==> src/mrv1_pkg.sv <==
package mrv1_pkg;

    ////////////////////////////////////////////////////////////////////////////
    // Widths
    ////////////////////////////////////////////////////////////////////////////

    // Hardware threads
    localparam int NUM_TW    = 4;
    localparam int TWID_W    = 2;

    // Datapath and register file
    localparam int DATA_W    = 32;
    localparam int RF_ADDR_W = 5;

    // Issue tag wraps at eight
    localparam int ITAG_W    = 3;

    // LDI immediate before sign extension
    localparam int IMM_W     = 16;

    // Retired instruction count
    localparam int CNT_W     = 16;

    ////////////////////////////////////////////////////////////////////////////
    // Plain vector types
    ////////////////////////////////////////////////////////////////////////////

    typedef logic [TWID_W-1:0]    twid_t;
    typedef logic [DATA_W-1:0]    data_t;
    typedef logic [RF_ADDR_W-1:0] rf_addr_t;
    typedef logic [ITAG_W-1:0]    itag_t;
    typedef logic [IMM_W-1:0]     imm_t;
    typedef logic [CNT_W-1:0]     cnt_t;

    // ALU operations, encoding as seen by the instruction source
    typedef enum logic [2:0] {
        ADD = 3'd0,
        SUB = 3'd1,
        AND = 3'd2,
        OR  = 3'd3,
        XOR = 3'd4,
        SLL = 3'd5,
        SRL = 3'd6,
        LDI = 3'd7
    } alu_op_e;

    // Issue FSM
    typedef enum logic [1:0] {
        IDLE  = 2'd0,
        RUN   = 2'd1,
        STALL = 2'd2
    } issue_state_e;

    ////////////////////////////////////////////////////////////////////////////
    // Pipeline records
    ////////////////////////////////////////////////////////////////////////////

    // Decoded instruction at the core input
    typedef struct packed {
        twid_t    twid;
        alu_op_e  op;
        rf_addr_t rd;
        rf_addr_t rs0;
        rf_addr_t rs1;
        imm_t     imm;
    } insn_t;

    // Issued instruction with its operands read
    typedef struct packed {
        logic     vld;
        twid_t    twid;
        alu_op_e  op;
        rf_addr_t rd;
        itag_t    itag;
        data_t    src0;
        data_t    src1;
    } exec_req_t;

    // Completed instruction, ALU stage and retire stage
    typedef struct packed {
        logic     vld;
        twid_t    twid;
        rf_addr_t rd;
        itag_t    itag;
        data_t    data;
    } retire_t;

endpackage

==> src/mrv1_retire.sv <==
`timescale 1ns/1ps

module mrv1_retire (
    input  logic               clk_i,
    input  logic               rst_down_w,
    input  mrv1_pkg::retire_t  alu_stage_i,
    output mrv1_pkg::retire_t  retire_o,
    output logic               rf_w_en_o,
    output mrv1_pkg::twid_t    rf_w_twid_o,
    output mrv1_pkg::rf_addr_t rf_w_addr_o,
    output mrv1_pkg::data_t    rf_w_data_o
);
    import mrv1_pkg::*;

    retire_t ret_q;

    ////////////////////////////////////////////////////////////////////////////
    // Retire register
    ////////////////////////////////////////////////////////////////////////////

    always_ff @(posedge clk_i) begin
        if (rst_down_w) begin
            ret_q.vld <= 1'b0;
        end else begin
            ret_q.vld <= alu_stage_i.vld;
        end
    end

    always_ff @(posedge clk_i) begin
        if (alu_stage_i.vld) begin
            ret_q.twid <= alu_stage_i.twid;
            ret_q.rd   <= alu_stage_i.rd;
            ret_q.itag <= alu_stage_i.itag;
            ret_q.data <= alu_stage_i.data;
        end
    end

    // Every completed instruction is reported, x0 included
    assign retire_o = ret_q;

    ////////////////////////////////////////////////////////////////////////////
    // Writeback
    ////////////////////////////////////////////////////////////////////////////

    // No write for rd zero
    assign rf_w_en_o   = ret_q.vld && (ret_q.rd != '0);
    assign rf_w_twid_o = ret_q.twid;
    assign rf_w_addr_o = ret_q.rd;
    assign rf_w_data_o = ret_q.data;

endmodule

==> config.mk <==
export PLATFORM = sky130hd
export DESIGN_NAME = mrv1_retire
export DESIGN_NICKNAME = d
export VERILOG_FILES = /design/src/mrv1_pkg.sv /design/src/mrv1_retire.sv
export SDC_FILE = /design/constraint.sdc
export NUM_CORES = 1
export LEC_CHECK = 0
export BUFFER_PORTS_ARGS = -buffer_cell sky130_fd_sc_hd__buf_2
export CORE_ASPECT_RATIO = 1.4
export CORE_MARGIN = 2
export CORE_UTILIZATION = 41
export DETAILED_ROUTE_END_ITERATION = 10
export GPL_ROUTABILITY_DRIVEN = 0
export PLACE_DENSITY_LB_ADDON = 0.08
export SYNTH_ARGS = -nofsm -noshare
export SYNTH_HDL_FRONTEND = slang
export SYNTH_SLANG_ARGS = --single-unit
==> constraint.sdc <==
create_clock -name clk_i -period 2.3 [get_ports clk_i]
set_clock_uncertainty 0.05 [all_clocks]
set_input_delay 0.345 -clock clk_i [delete_from_list [all_inputs] [get_ports clk_i]]
set_output_delay 0.345 -clock clk_i [all_outputs]
set_load 0.1 [all_outputs]
==> summary.md <==
| Metric | Value |
|---|---|
| Status | finished clean |
| Most used DFF post-synth | edfxtp_1 |
| Fin crit share | 92.1% |
| Top cells by area, synth | edfxtp_1, buf_4, dfxtp_1, o21a_1, or4_1 |
| Die Y | about 80 um |
| Largest area contributor in the netlist | edfxtp_1 |
| Setup repair bufs after CTS | 0 |
| Fin nets | 227 |
| FF+latch count, synth | 43 |
| Post-detail-place hpwl | roughly 2.4 mm |
| Post-route ant nets | 0 |
| Register share of total power | between 40% and 50% |
| FMAX | around 0.47 GHz |
| Buf/Inv on CP | 1 |
| Cell area after synthesis | between 1500 and 2000 um^2 |
| Syn-to-layout area delta | 30.7% |
| I/O pin total | 128 |
| Netlist cell types | 6 |
| Share of the synthesized area in the top cell type | slightly below 80% |
| Clock slew at reported path FFs | 0.07 ns |
| Leakage | just under 1 nW |
| CP required | 1.90 ns |
| Mapped Cells | 85 |
| Via count | 980 |
| Final min period | about 2.1 ns |
| DIE WIDTH | 56.7 um |
| Main combinational cell family by area after synthesis | buffers and inverters |
| Synth top cells by count | edfxtp_1, buf_4 |
| IO Port Bufs | 127 |
| Largest net degree at the start of global routing | 25 |
| Vias in the first global route | 920 |
| Proportion of synthesized area in mux cells | 0% |
| Seq/Total Area, Yosys | 80.3% |
| Combinational share of power | between 40 and 50% |
| Cell Area, Placed | 2010 um^2 |
| Max transition margin | between 60 and 70% |
| CTS tree | yes |
| Critical Path AT | 1.72 ns |
| Clk sinks | 43 |
| Post-CTS sizing | 0 |
| Core Box Area | 3680 um^2 |
| Detailed Route WL | about 3.0 mm |
| Worst setup SP type | flop |
| Die area | around 4400 um^2 |
| Drt first pass iters | 4 |
| Final TNS setup | 0 ns |
| GRT Resource Usage Total | 13.4% |
| Sequence of cells on the critical path | or4_1 > o21a_2 > buf_2 |
| Gr ovfl total | 0 |
| Int Power | 0.00123 W |
| Placement Rows | 26 |
| Total CTS buffers | 5 |
| Hold WC Path Type | in2reg |
| Antenna diode count | 0 |
| Largest fanout on the critical path | 3 |
| DRT iter0 DRCs | 14 |
| Initial Util | 43.4% |
| Switching part of the total | 48.2% |
| VDD IR max | slightly above 0.0006 V |
| Post-route design area | 2080 um^2 |
| Synthesis Warnings | 0 |
| FILL cells | 308 |
| Clk root buf | clkbuf_8 |
| RSZ-0062 raised after global routing | no |
| Tightest Pin Transition | 0.506 ns |
| PwrDens | 1140 nW/um^2 |
| Vias/cell | about 4.4 |
| Layout cells sized above 1 | between 70% and 80% |
| H-Tree Depth | 2 |
| Post-synth EDFFs | 42 |
| Clock Power Share | 17.5% |
| Net Sw Power | 0.00115 W |
| Maxcap violations | 0 |
| Clk buf depth | 2 |
| Slew Viols, Final | 0 |
| Post-synthesis async set-or-reset flop share | 0% |
| Simple-Gate Fraction of Synth Area | 0.863% |
| Final count of hold timing violations | 0 |
| Initial antenna violation count | 0 |
| Residual DRC count | 0 |
| Xor/xnor cell area share of the yosys netlist | 0% |
| # setup viols final | 0 |
| Setup CP Type | reg2out |
| Syn avg cell area | 18.8 um^2 |
| Per-cell routed wire length | 13.2 um |
| Most frequent cell after synthesis | edfxtp_1 |
| First-pass GRT wire length | 4.32 mm |
| Critical path's top delay family | simple AND/OR/NAND/NOR gates |
| Largest stage delay on the critical path | approximately 0.55 ns |
| Synth Area in Compound Gates | less than 1% |
| Setup crit end kind | output pin |
| Synthesized netlist net count | 130 |
| Slowest cell on crit path | or4_1 |
| Synthesized-area fraction occupied by adder cells | 0% |
| Cts hold-fix bufs | 0 |
flip-flops by register name (all words and copies together) (netlist names):
| name | count |
|---|---|
| retire_o | 4 |
| rf_w_twid_o | 2 |
| rf_w_addr_o | 5 |
| rf_w_data_o | 32 |
cell families after synthesis:
| group | count (synthesis) |
|---|---|
| AO/OA/AOI/OAI | 1 |
| AND/OR/NAND/NOR | 2 |
| flip-flops | 43 |
| buffers and inverters | 39 |
through the flow:
step	hold slack [ns]	instances	power, W	util [%]	setup slack [ns]
final	0.164	224	0.00238	56.7	0.182
after global routing	0.154	224	0.00246	56.7	0.118
after CTS	0.156	224	0.00241	56.7	0.159
after detailed placement	0.460	217	0.00198	54.6	0.473
after global placement	0.454	217	0.00198	54.6	0.538
after floorplan	0.367	85	0.00190	-	0.110
routing by layer:
layer / up-vias / wire length [um] / GRT usage (%) / share of wire, %
met3: 4 / 334 / 5.67 / 11
li1: 455 / - / - / -
met2: 73 / 1700 / 23.8 / 58
met1: 448 / 894 / 12.9 / 30
met5: - / 0 / 0 / 0
met4: 0 / 28 / 6.43 / 0.95
cells in the final DEF, fill, tap and decap left out:
cell	count
buf_2	127
edfxtp_1	42
clkbuf_8	5
buf_4	2
or4_1	1
o21a_2	1
nor2b_1	1
clkinv_2	1
clkinv_1	1
dfxtp_1	1
power groups by stage:
stage          sequential, W  combinational (W)  clock [W]
4_1_cts             0.000956            0.00101   0.000440
3_3_place_gp        0.000968            0.00101          0
6_report            0.000955            0.00101   0.000417
3_5_place_dp        0.000972            0.00101          0
2_1_floorplan        0.00141           0.000486          0
5_1_grt             0.000964            0.00102   0.000473
area by class of cell:
cell class	instances	area [um^2]	share of cell area, %
clock inverters	2	8.76	0.420
repair buffers	129	651	31.2
flip-flops and latches	43	1280	61.5
well taps	42	52.6	2.52
multi-input cells	3	22.5	1.08
clock buffers	5	68.8	3.30
path summary, 6_finish.rpt:
kind	start	to	slack [ns]	depth (start not counted)
worst max-delay path	rf_w_addr_o[4]	rf_w_en_o	0.18	3
worst min-delay path	rst_down_w	retire_o[42]	0.16	2
(Power assumes the default switching activity.)
