### src/mrv1_pkg.sv
package mrv1_pkg;

    ////////////////////////////////////////////////////////////////////////////
    // Widths
    ////////////////////////////////////////////////////////////////////////////

    // Hardware threads
    localparam int NUM_TW    = 4;
    localparam int TWID_W    = 2;

    // Datapath and register file
    localparam int DATA_W    = 32;
    localparam int RF_ADDR_W = 5;

    // Issue tag wraps at eight
    localparam int ITAG_W    = 3;

    // LDI immediate before sign extension
    localparam int IMM_W     = 16;

    // Retired instruction count
    localparam int CNT_W     = 16;

    ////////////////////////////////////////////////////////////////////////////
    // Plain vector types
    ////////////////////////////////////////////////////////////////////////////

    typedef logic [TWID_W-1:0]    twid_t;
    typedef logic [DATA_W-1:0]    data_t;
    typedef logic [RF_ADDR_W-1:0] rf_addr_t;
    typedef logic [ITAG_W-1:0]    itag_t;
    typedef logic [IMM_W-1:0]     imm_t;
    typedef logic [CNT_W-1:0]     cnt_t;

    // ALU operations, encoding as seen by the instruction source
    typedef enum logic [2:0] {
        ADD = 3'd0,
        SUB = 3'd1,
        AND = 3'd2,
        OR  = 3'd3,
        XOR = 3'd4,
        SLL = 3'd5,
        SRL = 3'd6,
        LDI = 3'd7
    } alu_op_e;

    // Issue FSM
    typedef enum logic [1:0] {
        IDLE  = 2'd0,
        RUN   = 2'd1,
        STALL = 2'd2
    } issue_state_e;

    ////////////////////////////////////////////////////////////////////////////
    // Pipeline records
    ////////////////////////////////////////////////////////////////////////////

    // Decoded instruction at the core input
    typedef struct packed {
        twid_t    twid;
        alu_op_e  op;
        rf_addr_t rd;
        rf_addr_t rs0;
        rf_addr_t rs1;
        imm_t     imm;
    } insn_t;

    // Issued instruction with its operands read
    typedef struct packed {
        logic     vld;
        twid_t    twid;
        alu_op_e  op;
        rf_addr_t rd;
        itag_t    itag;
        data_t    src0;
        data_t    src1;
    } exec_req_t;

    // Completed instruction, ALU stage and retire stage
    typedef struct packed {
        logic     vld;
        twid_t    twid;
        rf_addr_t rd;
        itag_t    itag;
        data_t    data;
    } retire_t;

endpackage

### src/mrv1_alu.sv
`timescale 1ns/1ps

module mrv1_alu (
    input  logic                clk_i,
    input  logic                rst_down_w,
    input  mrv1_pkg::exec_req_t exec_req_i,
    output mrv1_pkg::retire_t   alu_stage_o
);
    import mrv1_pkg::*;

    exec_req_t req_q;
    data_t     result;
    logic [4:0] shamt;

    ////////////////////////////////////////////////////////////////////////////
    // Execute stage register
    ////////////////////////////////////////////////////////////////////////////

    always_ff @(posedge clk_i) begin
        if (rst_down_w) begin
            req_q.vld <= 1'b0;
        end else begin
            req_q.vld <= exec_req_i.vld;
        end
    end

    // Payload loads only with a new request
    always_ff @(posedge clk_i) begin
        if (exec_req_i.vld) begin
            req_q.twid <= exec_req_i.twid;
            req_q.op   <= exec_req_i.op;
            req_q.rd   <= exec_req_i.rd;
            req_q.itag <= exec_req_i.itag;
            req_q.src0 <= exec_req_i.src0;
            req_q.src1 <= exec_req_i.src1;
        end
    end

    ////////////////////////////////////////////////////////////////////////////
    // Result
    ////////////////////////////////////////////////////////////////////////////

    // Shift amount from low bits of src1
    assign shamt = req_q.src1[4:0];

    always_comb begin
        case (req_q.op)
            ADD:     result = req_q.src0 + req_q.src1;
            SUB:     result = req_q.src0 - req_q.src1;
            AND:     result = req_q.src0 & req_q.src1;
            OR:      result = req_q.src0 | req_q.src1;
            XOR:     result = req_q.src0 ^ req_q.src1;
            SLL:     result = req_q.src0 << shamt;
            // Logical, zero fill
            SRL:     result = req_q.src0 >> shamt;
            LDI:     result = req_q.src1;
            default: result = '0;
        endcase
    end

    always_comb begin
        alu_stage_o.vld  = req_q.vld;
        alu_stage_o.twid = req_q.twid;
        alu_stage_o.rd   = req_q.rd;
        alu_stage_o.itag = req_q.itag;
        alu_stage_o.data = result;
    end

endmodule

### config.mk
export PLATFORM = sky130hd
export DESIGN_NAME = mrv1_alu
export DESIGN_NICKNAME = d
export VERILOG_FILES = /design/src/mrv1_pkg.sv /design/src/mrv1_alu.sv
export SDC_FILE = /design/constraint.sdc
export NUM_CORES = 1
export LEC_CHECK = 0
export BUFFER_PORTS_ARGS = -buffer_cell sky130_fd_sc_hd__buf_2
export CAP_MARGIN = 20
export CORE_AREA = 2 2 135 137
export CTS_CLUSTER_DIAMETER = 50
export CTS_CLUSTER_SIZE = 10
export DETAILED_ROUTE_END_ITERATION = 7
export DIE_AREA = 0 0 137 139
export PLACE_DENSITY = 0.91
export SETUP_SLACK_MARGIN = 0.05
export SLEW_MARGIN = 10
export SYNTH_ARGS = -nofsm -noshare
export SYNTH_HDL_FRONTEND = slang
export SYNTH_SLANG_ARGS = --single-unit
### constraint.sdc
create_clock -name clk_i -period 14.8 [get_ports clk_i]
set_clock_uncertainty 0.2 [all_clocks]
set_input_delay 0.74 -clock clk_i [delete_from_list [all_inputs] [get_ports clk_i]]
set_output_delay 0.74 -clock clk_i [all_outputs]
set_load 0.005 [all_outputs]
==> run metrics <==
critical path data required time 13.86 ns; maximum vdd drop 0.0719 mV; synth top area cells edfxtp_1 22%, ha_1 12%, mux4_2 11%; vias in the first global route 9857; Yosys reg bits 78; Tmin final 7.46 ns; post-CTS sizing 0; gr usage total 45.1%; synthesized area 10400 um2; antenna viol nets, final 0; fillers 1482; Core Box Area 17700 um2; most common cell after layout, fill and taps aside buf_2; Synth top area share 22.3%; FP Rows 49; vias per cell 7.40; final hold viol count 0; Post-synth EDFFs 77; RSZ-0062 raised after global routing no; H-tree levels 3; nets 1423; Main synth FF type edfxtp_1; Setup crit end kind primary output; CTS root buffer clkbuf_16; Post-CTS Setup Inserts 0; FFs w/ async S/R, synth 0%; crit path DAT 6.52 ns; Final setup viols 0; Max-Cap Viols 0; DRT Wirelength 43.6 mm; DR WL/cell 29.4 um; via count 10966; status completed; Port-buffer cells 122; commonest cells after routing, fill and taps aside 121 x buf_2, 110 x nor2_1, 104 x nand2_1, 97 x ha_1, 84 x a21oi_1; Lkg Pwr 0.00476 uW; First-pass DRT Iterations 8; critical setup path kind reg -> out; Die ar. 19000 um2; Gate Count Post-Synth 1180; Yosys cell types 76; clk slew on worst S/H paths 0.07 ns; Post-DP Area 11000 um2; die width 137 um; Yosys Warn Count 0; cell area power density 96.9 nW/um2; IO Pins 123; CP cell instances buf_4 > inv_1 > ha_1 > or4b_1 > nor3_2 > nand3_1 > or2_2 > nor4_2 > a41oi_1 > xnor2_1 > ha_1 > a21oi_1 > o221ai_1 > a21o_1 > a221o_1 > nor3_1 > xnor2_1 > o221ai_1 > buf_2; Inserted Clock Buffers 9; P&R area growth vs syn 9.02%; DR iter-0 viols 1844; CP Max Fanout 60; TNS Setup 0 ns; maximum clock insertion buffer count 2; pin count of the biggest net entering global routing 73; Avg Cell Area, Syn 8.81 um2; HPWL Detailed 32.1 mm; antenna violations before repair 4; post-synthesis sequential area ratio 22.4%; worst min path class in -> reg; Mapped Nets 1358; CTS sink count 78; crit share post-route 50.4%; Initial Utilization 58.9%; Final Max Tran Viols 0; Slew Limit Headroom 30.6%; Synth area leader edfxtp_1; routability cong. 1.13; Crit path largest cell delay 0.73 ns; GRT overflow 0; die extent in y 139 um; Max Freq 134 MHz; worst-margin pin slew 1.03 ns; slowest stage cell, crit path inv_1; Residual DRC 0; hold_buf cts 0; TritonCTS clock tree yes; Final Cell Area 11300 um2; startpoint types register; fraction of layout cells with a size suffix above 1 19.4%; global-route wire length before repair 62.4 mm
==> registers in the layout (all words and copies together), names as in the netlist <==
register,flops
alu_stage_o,11
req_q,67
==> cell usage after synthesis (9+ instances only) <==
cell,count
buf_2,11
o211ai_1,15
buf_4,13
nor3_1,23
clkbuf_1,50
mux4_2,49
ha_1,97
xnor2_1,42
o221ai_1,14
mux2_2,18
xor2_1,12
nor2_1,110
a222oi_1,12
a22oi_1,17
buf_1,10
nand3_1,18
nor3b_1,10
o31ai_1,9
nand2_1,104
mux2i_1,63
inv_1,75
a21oi_1,84
o21ai_0,76
a22o_1,15
nand4_1,13
edfxtp_1,77
o22ai_1,9
a221oi_1,9
a21o_1,13
==> report_power, final <==
part           leakage, uW  internal (uW)  total [uW]  switching [uW]
Clock             0.000136            132         232             100
Combinational      0.00386            216         556             340
Sequential        0.000762            263         310            46.6
==> cell families (layout without fill, tap and decap cells) <==
group,count (synthesis),count (layout),share of synthesized area (%)
AOI/OAI and AO/OA,331,331,21.2
xor gates and xnor gates,54,54,4.55
adders and majority gates,98,98,11.9
buffers and inverters,166,236,7.02
DFF,78,78,22.4
muxes,130,130,18.6
other,0,3,0
and+or+nand+nor,323,323,14.3
==> final cells by class <==
class | instances | area (um2) | share of cell area (%)
multi-input cells | 936 | 7340 | 64.8
flip-flops and latches | 78 | 2330 | 20.6
repair buffers | 144 | 778 | 6.87
well taps | 229 | 287 | 2.53
inverters | 76 | 285 | 2.52
clock buffers | 10 | 229 | 2.02
clock inverters | 6 | 70.1 | 0.619
diodes | 3 | 7.51 | 0.0663
==> metal layers <==
layer / up-vias / part of all wire (%) / track usage (%) / wire length, um
li1: 4577 / - / - / -
met1: 5167 / 37 / 62.3 / 16200
met2: 1008 / 40 / 62.3 / 17600
met3: 210 / 16 / 17.1 / 7100
met4: 4 / 5.8 / 19.9 / 2550
met5: - / 0.16 / 2.38 / 69
==> final timing paths <==
path,cells past startpoint,end,slack [ns],from
setup / recovery,19,alu_stage_o[31],7.34,req_q[1]
hold / removal,2,alu_stage_o[42],0.33,rst_down_w
==> per-stage QoR <==
| stage | util (%) | instances | setup slack (ns) | hold WS [ns] | power, uW |
|---|---|---|---|---|---|
| floorplan | - | 1180 | 9.06 | 0.612 | 651 |
| global placement | 62.4 | 1463 | 8.01 | 0.697 | 831 |
| detailed placement | 62.4 | 1463 | 7.95 | 0.704 | 838 |
| CTS | 64.1 | 1479 | 7.54 | 0.330 | 1070 |
| global route | 64.1 | 1479 | 7.08 | 0.338 | 1140 |
| finish | 64.2 | 1482 | 7.34 | 0.331 | 1100 |
==> worst max-delay path, delay by kind of cell, from the launching register on <==
family / cells / cell delay (ns)
simple gates: 6 / 2.09
compound gates: 6 / 1.37
buf+inv: 3 / 1.26
fa+ha+maj: 2 / 0.68
flops: 1 / 0.38
xor+xnor: 2 / 0.34
(Power assumes the default switching activity.)
