<file path="src/mrv1_pkg.sv">
package mrv1_pkg;

    ////////////////////////////////////////////////////////////////////////////
    // Widths
    ////////////////////////////////////////////////////////////////////////////

    // Hardware threads
    localparam int NUM_TW    = 4;
    localparam int TWID_W    = 2;

    // Datapath and register file
    localparam int DATA_W    = 32;
    localparam int RF_ADDR_W = 5;

    // Issue tag wraps at eight
    localparam int ITAG_W    = 3;

    // LDI immediate before sign extension
    localparam int IMM_W     = 16;

    // Retired instruction count
    localparam int CNT_W     = 16;

    ////////////////////////////////////////////////////////////////////////////
    // Plain vector types
    ////////////////////////////////////////////////////////////////////////////

    typedef logic [TWID_W-1:0]    twid_t;
    typedef logic [DATA_W-1:0]    data_t;
    typedef logic [RF_ADDR_W-1:0] rf_addr_t;
    typedef logic [ITAG_W-1:0]    itag_t;
    typedef logic [IMM_W-1:0]     imm_t;
    typedef logic [CNT_W-1:0]     cnt_t;

    // ALU operations, encoding as seen by the instruction source
    typedef enum logic [2:0] {
        ADD = 3'd0,
        SUB = 3'd1,
        AND = 3'd2,
        OR  = 3'd3,
        XOR = 3'd4,
        SLL = 3'd5,
        SRL = 3'd6,
        LDI = 3'd7
    } alu_op_e;

    // Issue FSM
    typedef enum logic [1:0] {
        IDLE  = 2'd0,
        RUN   = 2'd1,
        STALL = 2'd2
    } issue_state_e;

    ////////////////////////////////////////////////////////////////////////////
    // Pipeline records
    ////////////////////////////////////////////////////////////////////////////

    // Decoded instruction at the core input
    typedef struct packed {
        twid_t    twid;
        alu_op_e  op;
        rf_addr_t rd;
        rf_addr_t rs0;
        rf_addr_t rs1;
        imm_t     imm;
    } insn_t;

    // Issued instruction with its operands read
    typedef struct packed {
        logic     vld;
        twid_t    twid;
        alu_op_e  op;
        rf_addr_t rd;
        itag_t    itag;
        data_t    src0;
        data_t    src1;
    } exec_req_t;

    // Completed instruction, ALU stage and retire stage
    typedef struct packed {
        logic     vld;
        twid_t    twid;
        rf_addr_t rd;
        itag_t    itag;
        data_t    data;
    } retire_t;

endpackage

</file>
<file path="src/mrv1_tag_counter.sv">
`timescale 1ns/1ps

module mrv1_tag_counter (
    input  logic            clk_i,
    input  logic            rst_down_w,
    input  logic            issue_i,
    input  logic            retire_i,
    output mrv1_pkg::itag_t itag_o,
    output mrv1_pkg::cnt_t  retire_cnt_o
);
    import mrv1_pkg::*;

    itag_t itag_q;
    cnt_t  cnt_q;

    // Issue tag, wraps at eight on its own
    always_ff @(posedge clk_i) begin
        if (rst_down_w) begin
            itag_q <= '0;
        end else if (issue_i) begin
            itag_q <= itag_q + itag_t'(1);
        end
    end

    ////////////////////////////////////////////////////////////////////////////
    // Retired count
    ////////////////////////////////////////////////////////////////////////////

    // Holds at all ones
    always_ff @(posedge clk_i) begin
        if (rst_down_w) begin
            cnt_q <= '0;
        end else if (retire_i && (cnt_q != '1)) begin
            cnt_q <= cnt_q + cnt_t'(1);
        end
    end

    assign itag_o       = itag_q;
    assign retire_cnt_o = cnt_q;

endmodule

</file>
<file path="config.mk">
export PLATFORM = sky130hd
export DESIGN_NAME = mrv1_tag_counter
export DESIGN_NICKNAME = d
export VERILOG_FILES = /design/src/mrv1_pkg.sv /design/src/mrv1_tag_counter.sv
export SDC_FILE = /design/constraint.sdc
export NUM_CORES = 1
export LEC_CHECK = 0
export ABC_AREA = 1
export BUFFER_PORTS_ARGS = -buffer_cell sky130_fd_sc_hd__buf_4
export CORE_ASPECT_RATIO = 0.75
export CORE_MARGIN = 3
export CORE_UTILIZATION = 47
export CTS_BUF_LIST = sky130_fd_sc_hd__clkbuf_16
export CTS_CLUSTER_SIZE = 25
export DETAILED_ROUTE_END_ITERATION = 12
export PLACE_DENSITY = 0.73
export SLEW_MARGIN = 10
export SYNTH_ARGS = -nofsm -noshare
export SYNTH_HDL_FRONTEND = slang
export SYNTH_SLANG_ARGS = --single-unit
</file>
<file path="constraint.sdc">
create_clock -name clk_i -period 1.4 [get_ports clk_i]
set_clock_uncertainty 0.05 [all_clocks]
set_input_delay 0.42 -clock clk_i [delete_from_list [all_inputs] [get_ports clk_i]]
set_output_delay 0.42 -clock clk_i [all_outputs]
set_load 0.005 [all_outputs]
</file>
==> flow_summary_export.csv, run 1 <==
group,metric,value,unit
critical_path,cpMaxStageDelayCell,"dfxtp_4",
route,wl_met1,1330,um
clock_network,tritoncts,"done",
sta,slew_viol_final,0,
critical_path,crit_type,"reg2reg",
critical_path,cp-end-kind,"flop",
clock_network,numCtsBuffers,3,
logic_synthesis,ys_top_cells_by_area,"dfxtp_1, nand2_1, nor2_1",
sta,worstMarginPinSlew,234,ps
critical_path,required,1500,ps
final_layout,final_layout_size_suffix_gt1_share,44.5,%
logic_synthesis,synth.most_common_cell,"nand2_1",
placed_design,place_congestion,0.862,
floorplanning,ioPinCount,23,
route,drt-total-wl,3200,um
sta,setup_violations,1,
floorplanning,die_area,2840,sq um
logic_synthesis,async_reset_ff_share,0,%
power_and_ir_drop,p_total,0.00127,W
min_path,hold_start,"rst_down_w",
route,ant_nets,0,
floorplanning,core-area,2070,sq um
critical_path,r2r_end,"retire_cnt_o[15]$_SDFFE_PP0P_",
route,wl_per_cell,13.7,um
global_route,grt_max_degree,19,
route,vias_per_cell,5.39,
final_layout,insertedDiodeCount,0,
logic_synthesis,yosys_warnings,0,
global_route,grt_pass1_wl,4270,um
critical_path,rrSetupSlack,-10,ps
logic_synthesis,synth_edf_count,0,
logic_synthesis,netlist_top_cells_count,"nand2_1, nor2_1, dfxtp_1",
critical_path,critPathArrivalTime,1510,ps
route,maxUsedRoutingLayer,"met4",
critical_path,reg2reg_depth,7,
sta,hold_slack,275,ps
global_route,grt_pass1_vias,963,
logic_synthesis,syn_inst,159,
outcome,status,"complete, but fails checks",
critical_path,cp.depth,7,
sta,tns,-11.4,ps
power_and_ir_drop,leakage,0.740,nW
floorplanning,start_util,50.8,%
final_layout,stdcell_count,233,
power_and_ir_drop,p_per_area,778,nW/um^2
final_layout,area_growth,55.3,%
floorplanning,rows,14,
logic_synthesis,ys_types,20,
sta,hold_viol,0,
sta,rsz0062_at_grt,"yes",
global_route,antenna_found_initial,0,
power_and_ir_drop,vdd_drop_max,1.03,mV
placed_design,dp_hpwl,2000,um
clock_network,clkTransAtPathRegs,50,ps
logic_synthesis,yosysTopAreaCellShare,36.2,%
sta,min_period,1410,ps
route,post-route-drc-count,0,
logic_synthesis,ys_seq_elements,19,
critical_path,crit_chain,"ha_4 -> inv_2 -> nor2_4 -> buf_6 -> nand4_4 -> a21oi_2 -> nor2_1",
critical_path,critPathBufInv,2,
logic_synthesis,synth_nets,165,
final_layout,utilization,78.9,%
critical_path,critPathMaxStageDelay,360,ps
min_path,min_to,"itag_o[0]$_SDFFE_PP0P_",
sta,maxSlewHeadroom,84.4,%
min_path,hold_depth,2,
global_route,grt_usage,20.6,%
outcome,failed_checks,"setup timing",
clock_network,cts_sinks,19,
final_layout,fin_nets,216,
sta,fin_crit_sh,101,%
floorplanning,die_x,60.6,um
critical_path,start_kind,"flop",
logic_synthesis,syn-cell-area,1050,sq um
route,met3_length,249,um
critical_path,critPathMaxFanout,8,
critical_path,crit_family,"simple AND/OR/NAND/NOR gates",
sta,fin_ws,-11.4,ps
clock_network,hold_buffers,0,
route,vias,1256,
logic_synthesis,synth_seq_area_share,36.2,%
sta,max_freq,0.708,GHz
job,maxCapViolations,0,
clock_network,h-tree-depth,1,
logic_synthesis,ys.flop_type,"dfxtp_1",
logic_synthesis,synth_top_area_cell,"dfxtp_1",
route,drtIter0Drc,70,
route,dr_wl_met2,1600,um
clock_network,cts_root_buf,"clkbuf_16",
clock_network,clock_latency,260,ps
logic_synthesis,syn_area_per_cell,6.60,sq um
clock_network,clock_path_buffers,2,
min_path,hold_path.class,"in2reg",
critical_path,timing.rr.start,"retire_cnt_o[0]$_SDFFE_PP0P_",
route,first_pass_iters,4,
floorplanning,die_y,46.9,um
global_route,overflow,0,
placed_design,numPlacedInstances,221,
placed_design,numPortBuffers,22,
[cells by family (layout without fill, tap and decap cells)]
group / after synthesis / in the layout / synth area share, %
adders and majority gates: 2 / 2 / 2.38
DFF: 19 / 19 / 36.2
AOI/OAI and AO/OA: 12 / 12 / 5.72
and+or+nand+nor: 111 / 112 / 49.0
buffers and inverters: 14 / 63 / 5.84
xor gates and xnor gates: 1 / 1 / 0.834
[registers in the layout, indices dropped and copies added (netlist names)]
| register | count |
|---|---|
| retire_cnt_o | 16 |
| itag_o | 3 |
[layout by cell type (no fill, tap or decap), types with 2 or more instances in the layout]
cell / instances
dfxtp_2: 4
a21oi_2: 8
nand4_4: 2
nand2_1: 39
nor2_2: 9
nand2_2: 5
buf_4: 46
inv_1: 10
nand4_1: 2
nand3_2: 3
nor2_4: 6
nor2_1: 31
a21oi_1: 3
dfxtp_1: 14
nand3_1: 11
clkbuf_16: 3
[layout make-up]
cell class / instances / area, sq um
timing repair buffer: 47 / 357
multi-input combinational: 127 / 729
inverter: 12 / 45.0
fill: 139 / 437
tap: 24 / 30.0
sequential: 19 / 389
clock inverter: 1 / 5.00
clock buffer: 3 / 75.1
[power by group]
group | internal (W) | switching (W) | total (W)
clock network | 0.000384 | 0.000217 | 0.000601
registers | 0.000553 | 0.0000117 | 0.000565
logic | 0.0000530 | 0.0000500 | 0.000103
total | 0.000990 | 0.000279 | 0.00127
[metal layers]
metal	vias to the layer above	global-route usage, %
met5	-	0
li1	611	-
met2	53	35.2
met4	0	3.90
met1	588	25.9
met3	4	6.59
[stage by stage]
step           setup WS, ps  instance area [sq um]
2_1_floorplan          15.5                   1060
3_3_place_gp           25.3                   1370
3_5_place_dp           6.35                   1370
4_1_cts               -25.5                   1450
5_1_grt               -96.7                   1630
6_report              -11.4                   1630
[repair_timing]
action | in CTS | in global routing
cloned | 0 | 1
pin swaps | 1 | 11
setup endpoints to repair | 4 | 16
buffers inserted | 0 | 7
resized for setup | 0 | 33
hold endpoints to repair | 0 | 0
[worst max-delay path by stage]
stage,to,slack [ps],start
final,retire_cnt_o[15]$_SDFFE_PP0P_,-10,retire_cnt_o[0]$_SDFFE_PP0P_
after global routing,retire_cnt_o[15]$_SDFFE_PP0P_,-100,retire_cnt_o[2]$_SDFFE_PP0P_
after CTS,retire_cnt_o[12]$_SDFFE_PP0P_,-30,retire_cnt_o[0]$_SDFFE_PP0P_
after detailed placement,retire_cnt_o[10]$_SDFFE_PP0P_,6,retire_cnt_o[0]$_SDFFE_PP0P_
after global placement,retire_cnt_o[10]$_SDFFE_PP0P_,30,retire_cnt_o[15]$_SDFFE_PP0P_
after floorplan,retire_cnt_o[7]$_SDFFE_PP0P_,20,retire_cnt_o[1]$_SDFFE_PP0P_
Note: power is estimated with default switching activity, not from simulation.
==> inputs of run 2 (changes only) <==
Settings changed: RECOVER_POWER from default to 25.
==> flow_summary_export.csv, run 2 (same netlist as run 1, synthesis figures left out) <==
group,metric,value,unit
clock_network,clock_path_buffers,2,
final_layout,area_growth,55.3,%
critical_path,required,1500,ps
final_layout,insertedDiodeCount,0,
final_layout,final_common_cell,"buf_4",
clock_network,numCtsBuffers,3,
global_route,grt_pass1_wl,4270,um
route,vias,1256,
critical_path,cp-end-kind,"flop",
sta,fin_crit_sh,101,%
route,vias_per_cell,5.39,
min_path,hold_path.class,"in2reg",
placed_design,place_congestion,0.862,
floorplanning,die_y,46.9,um
floorplanning,die_x,60.6,um
critical_path,start_kind,"flop",
sta,min_period,1410,ps
route,ant_nets,0,
power_and_ir_drop,p_total,0.00127,W
critical_path,critPathMaxFanout,8,
placed_design,place_area,1370,sq um
global_route,grt_usage,20.6,%
clock_network,hold_buffers,0,
route,wl_per_cell,13.7,um
placed_design,dp_hpwl,2000,um
sta,slew_viol_final,0,
global_route,grt_max_degree,19,
route,drt-total-wl,3200,um
global_route,overflow,0,
floorplanning,core-area,2070,sq um
job,maxCapViolations,0,
clock_network,cts_sinks,19,
placed_design,numPortBuffers,22,
sta,worstMarginPinSlew,234,ps
route,drtIter0Drc,70,
critical_path,crit_type,"reg2reg",
critical_path,crit_chain,"ha_4 -> inv_2 -> nor2_4 -> buf_6 -> nand4_4 -> a21oi_2 -> nor2_1",
floorplanning,rows,14,
power_and_ir_drop,leakage,0.740,nW
final_layout,final_layout_size_suffix_gt1_share,44.5,%
floorplanning,die_area,2840,sq um
placed_design,dp_slack,6.35,ps
sta,rsz0062_at_grt,"yes",
route,first_pass_iters,4,
critical_path,critPathBufInv,2,
sta,fin_ws,-11.4,ps
outcome,failed_checks,"setup timing",
critical_path,crit_family,"simple AND/OR/NAND/NOR gates",
sta,max_freq,0.708,GHz
sta,maxSlewHeadroom,84.4,%
sta,tns,-11.4,ps
outcome,status,"complete, but fails checks",
sta,setup_violations,1,
global_route,antenna_found_initial,0,
final_layout,fillCellCount,139,
power_and_ir_drop,vdd_drop_max,1.03,mV
clock_network,clock_latency,260,ps
floorplanning,ioPinCount,23,
clock_network,clkTransAtPathRegs,50,ps
clock_network,h-tree-depth,1,
critical_path,critPathArrivalTime,1510,ps
final_layout,fin_area,1630,sq um
final_layout,layout_common_cells,"buf_4, nand2_1, nor2_1",
final_layout,largest_reg_flops,16,
clock_network,cts_root_buf,"clkbuf_16",
final_layout,multiInputGateArea,729,sq um
final_layout,utilization,78.9,%
critical_path,critPathMaxStageDelay,360,ps
global_route,grt_pass1_vias,963,
critical_path,cpMaxStageDelayCell,"dfxtp_4",
final_layout,seq_area,389,sq um
power_and_ir_drop,p_per_area,778,nW/um^2
floorplanning,start_util,50.8,%
clock_network,tritoncts,"done",
final_layout,fin_nets,216,
sta,hold_viol,0,
route,post-route-drc-count,0,
==> run 2: cell count changes in the layout (fill, tap and decap cells not counted) <==
cell      before  now
buf_4         46   45
clkbuf_4       0    1
==> run 2: timing repair <==
item | 4_1_cts | 5_1_grt
buffers inserted | 0 | 7
resized for setup | 0 | 33
cloned | 0 | 1
endpoints found under the setup margin | 4 | 16
pin swaps | 1 | 11
==> run 2: final cells by class <==
class / instances / area share [%]
Clock buffer: 3 / 4.60
Clock inverter: 1 / 0.307
Inverter: 12 / 2.76
Multi-Input combinational cell: 127 / 44.7
Sequential cell: 19 / 23.9
Tap cell: 24 / 1.84
Timing Repair Buffer: 47 / 21.9
==> run 2: path summary, 6_finish.rpt <==
path / from / endpoint / slack [ps] / depth (start not counted)
hold / removal: rst_down_w / itag_o[0]$_SDFFE_PP0P_ / 270 / 2
setup / recovery: retire_cnt_o[0]$_SDFFE_PP0P_ / retire_cnt_o[15]$_SDFFE_PP0P_ / -10 / 7
hold reg to reg: itag_o[2]$_SDFFE_PP0P_ / itag_o[2]$_SDFFE_PP0P_ / 470 / 2
setup reg to reg: retire_cnt_o[0]$_SDFFE_PP0P_ / retire_cnt_o[15]$_SDFFE_PP0P_ / -10 / 7
==> run 2: where the power goes <==
part           internal [W]  leakage (nW)  switching [W]  total [W]
clock network      0.000384        0.0409       0.000217   0.000601
logic             0.0000529         0.542      0.0000500   0.000103
registers          0.000553         0.157      0.0000117   0.000565
total              0.000990         0.740       0.000279    0.00127
==> run 2: metrics by stage <==
stage               std cells  hold slack (ps)
global placement          221              442
finish                    233              275
floorplan                 159              442
global route              233              276
detailed placement        221              460
CTS                       225              274
==> run 2: metal layers <==
layer / vias up / track usage [%] / wire (um)
met2: 53 / 35.2 / 1600
met5: - / 0 / 0
met4: 0 / 3.90 / 21
met3: 4 / 6.59 / 249
li1: 611 / - / -
met1: 588 / 25.9 / 1330
==> inputs of run 3 (changes only) <==
Settings changed: ABC_AREA 1 to default, CORE_UTILIZATION 47 to 46.
==> flow_summary_export.csv, run 3 <==
group,metric,value,unit
outcome,status,"complete, but fails checks",
outcome,failed_checks,"setup timing",
final_layout,fin_nets,179,
sta,maxSlewHeadroom,70.9,%
min_path,hold_path.class,"in2reg",
critical_path,critPathMaxFanout,5,
critical_path,start_kind,"flop",
clock_network,h-tree-depth,1,
clock_network,clock_path_buffers,2,
route,first_pass_iters,5,
sta,slew_viol_final,0,
logic_synthesis,syn_inst,107,
job,maxCapViolations,0,
clock_network,tritoncts,"done",
global_route,grt_pass1_wl,5580,um
critical_path,critPathArrivalTime,1800,ps
critical_path,crit_type,"reg2reg",
logic_synthesis,ys_seq_elements,19,
global_route,grt_usage,28.1,%
logic_synthesis,yosys_warnings,0,
clock_network,numCtsBuffers,3,
clock_network,clock_latency,260,ps
logic_synthesis,synth_top_area_cell,"dfxtp_1",
power_and_ir_drop,leakage,0.797,nW
final_layout,layout_common_cells,"buf_4, dfxtp_4, buf_6",
route,drt-total-wl,4780,um
floorplanning,rows,13,
final_layout,largest_reg_flops,16,
global_route,grt_max_degree,19,
logic_synthesis,ys_types,38,
logic_synthesis,ys.flop_type,"dfxtp_1",
final_layout,final_common_cell,"buf_4",
clock_network,clkTransAtPathRegs,60,ps
route,wl_per_cell,24.6,um
sta,hold_viol,0,
logic_synthesis,netlist_top_cells_count,"dfxtp_1, nor2_1, a21oi_1",
final_layout,fillCellCount,39,
sta,tns,-2490,ps
sta,max_freq,0.583,GHz
route,vias_per_cell,6.89,
logic_synthesis,synth.most_common_cell,"dfxtp_1",
floorplanning,ioPinCount,23,
logic_synthesis,synth_nets,113,
logic_synthesis,synth_seq_area_share,39.1,%
floorplanning,die_y,45.8,um
final_layout,area_growth,83.7,%
logic_synthesis,async_reset_ff_share,0,%
logic_synthesis,yosysTopAreaCellShare,39.1,%
clock_network,cts_sinks,19,
final_layout,insertedDiodeCount,0,
floorplanning,die_area,2710,sq um
floorplanning,start_util,52.0,%
sta,min_period,1720,ps
placed_design,numPortBuffers,22,
logic_synthesis,syn_area_per_cell,9.10,sq um
route,vias,1337,
power_and_ir_drop,vdd_drop_max,1.12,mV
logic_synthesis,synth_edf_count,0,
route,post-route-drc-count,0,
logic_synthesis,ys_top_cells_by_area,"dfxtp_1, nor2_1, nand4_4",
sta,fin_crit_sh,123,%
route,drtIter0Drc,116,
placed_design,dp_hpwl,2110,um
floorplanning,die_x,59.1,um
sta,rsz0062_at_grt,"yes",
sta,worstMarginPinSlew,430,ps
power_and_ir_drop,p_per_area,716,nW/um^2
logic_synthesis,syn-cell-area,973,sq um
sta,fin_ws,-315,ps
clock_network,cts_root_buf,"clkbuf_16",
global_route,overflow,0,
sta,setup_violations,15,
final_layout,final_layout_size_suffix_gt1_share,64.0,%
global_route,antenna_found_initial,0,
placed_design,place_congestion,0.833,
placed_design,dp_slack,-253,ps
route,ant_nets,0,
clock_network,hold_buffers,0,
critical_path,cp-end-kind,"flop",
floorplanning,core-area,1870,sq um
global_route,grt_pass1_vias,1131,
critical_path,required,1490,ps
## run 3: cell count changes after synthesis, moves of 4 or more
cell     change
nand3_1      -5
nor2_2       -4
or3_1        +4
nor2_1      -26
nand2_1     -37
inv_1        -8
## run 3: worst paths after layout
| check | from | end | slack, ps | cells after the start |
|---|---|---|---|---|
| max reg2reg | retire_cnt_o[0]$_SDFFE_PP0P_ | retire_cnt_o[1]$_SDFFE_PP0P_ | -320 | 7 |
| min | issue_i | itag_o[0]$_SDFFE_PP0P_ | 420 | 3 |
| max | retire_cnt_o[0]$_SDFFE_PP0P_ | retire_cnt_o[1]$_SDFFE_PP0P_ | -320 | 7 |
| min reg2reg | itag_o[0]$_SDFFE_PP0P_ | itag_o[0]$_SDFFE_PP0P_ | 500 | 2 |
## run 3: critical path, cell delays in order, from the launching register on
cell and delay [ps]:
dfxtp_4 400, ha_4 170, nand3_4 90, buf_6 130
o41ai_4 280, buf_4 190, mux2i_1 220, nor2_1 70
## run 3: report_power, final
part | internal, W | switching [W]
clock | 0.000381 | 0.000228
combinational | 0.0000611 | 0.0000565
sequential | 0.000533 | 0.0000201
total | 0.000975 | 0.000305
## run 3: stage by stage
stage	power [W]	util (%)	area [sq um]	cells	hold WS, ps
global route	0.00132	95.6	1790	194	425
detailed placement	0.000666	80.9	1510	181	460
floorplan	0.000612	-	1080	107	418
CTS	0.00124	89.4	1670	190	404
finish	0.00128	95.6	1790	194	422
global placement	0.000662	80.9	1510	181	445
## run 3: timing repair
item | CTS | global route
cloned | 0 | 0
buffers inserted | 5 | 5
resized for setup | 14 | 24
endpoints found under the hold margin | 0 | 0
setup endpoints to repair | 17 | 17
pin swaps | 9 | 12
## run 3: layer usage
| metal | vias to the layer above | GRT usage (%) | routed length (um) | part of all wire, % |
|---|---|---|---|---|
| li1 | 542 | - | - | - |
| met5 | - | 0 | 0 | 0 |
| met2 | 124 | 49.3 | 2180 | 46 |
| met1 | 622 | 34.3 | 1840 | 38 |
| met4 | 0 | 9.50 | 330 | 6.9 |
| met3 | 49 | 5.95 | 429 | 9.0 |
## run 3: final cells by class
class                           instances  area [sq um]  share of cell area (%)
Clock buffer                            3          75.1                    4.20
Tap cell                               22          27.5                    1.54
Sequential cell                        19           433                    24.2
Timing Repair Buffer                   64           531                    29.7
Multi-Input combinational cell         82           707                    39.5
Clock inverter                          1          3.75                   0.210
Inverter                                3          11.3                   0.630
## run 3: cells by family (layout without fill, tap and decap cells)
family	after synthesis	count (layout)	share of synthesized area, %
muxes	3	3	3.21
DFF	19	19	39.1
buffers and inverters	6	71	2.44
xor gates and xnor gates	3	3	2.70
and+or+nand+nor	49	49	32.0
adders and majority gates	2	2	2.57
AOI/OAI and AO/OA	25	25	18.0
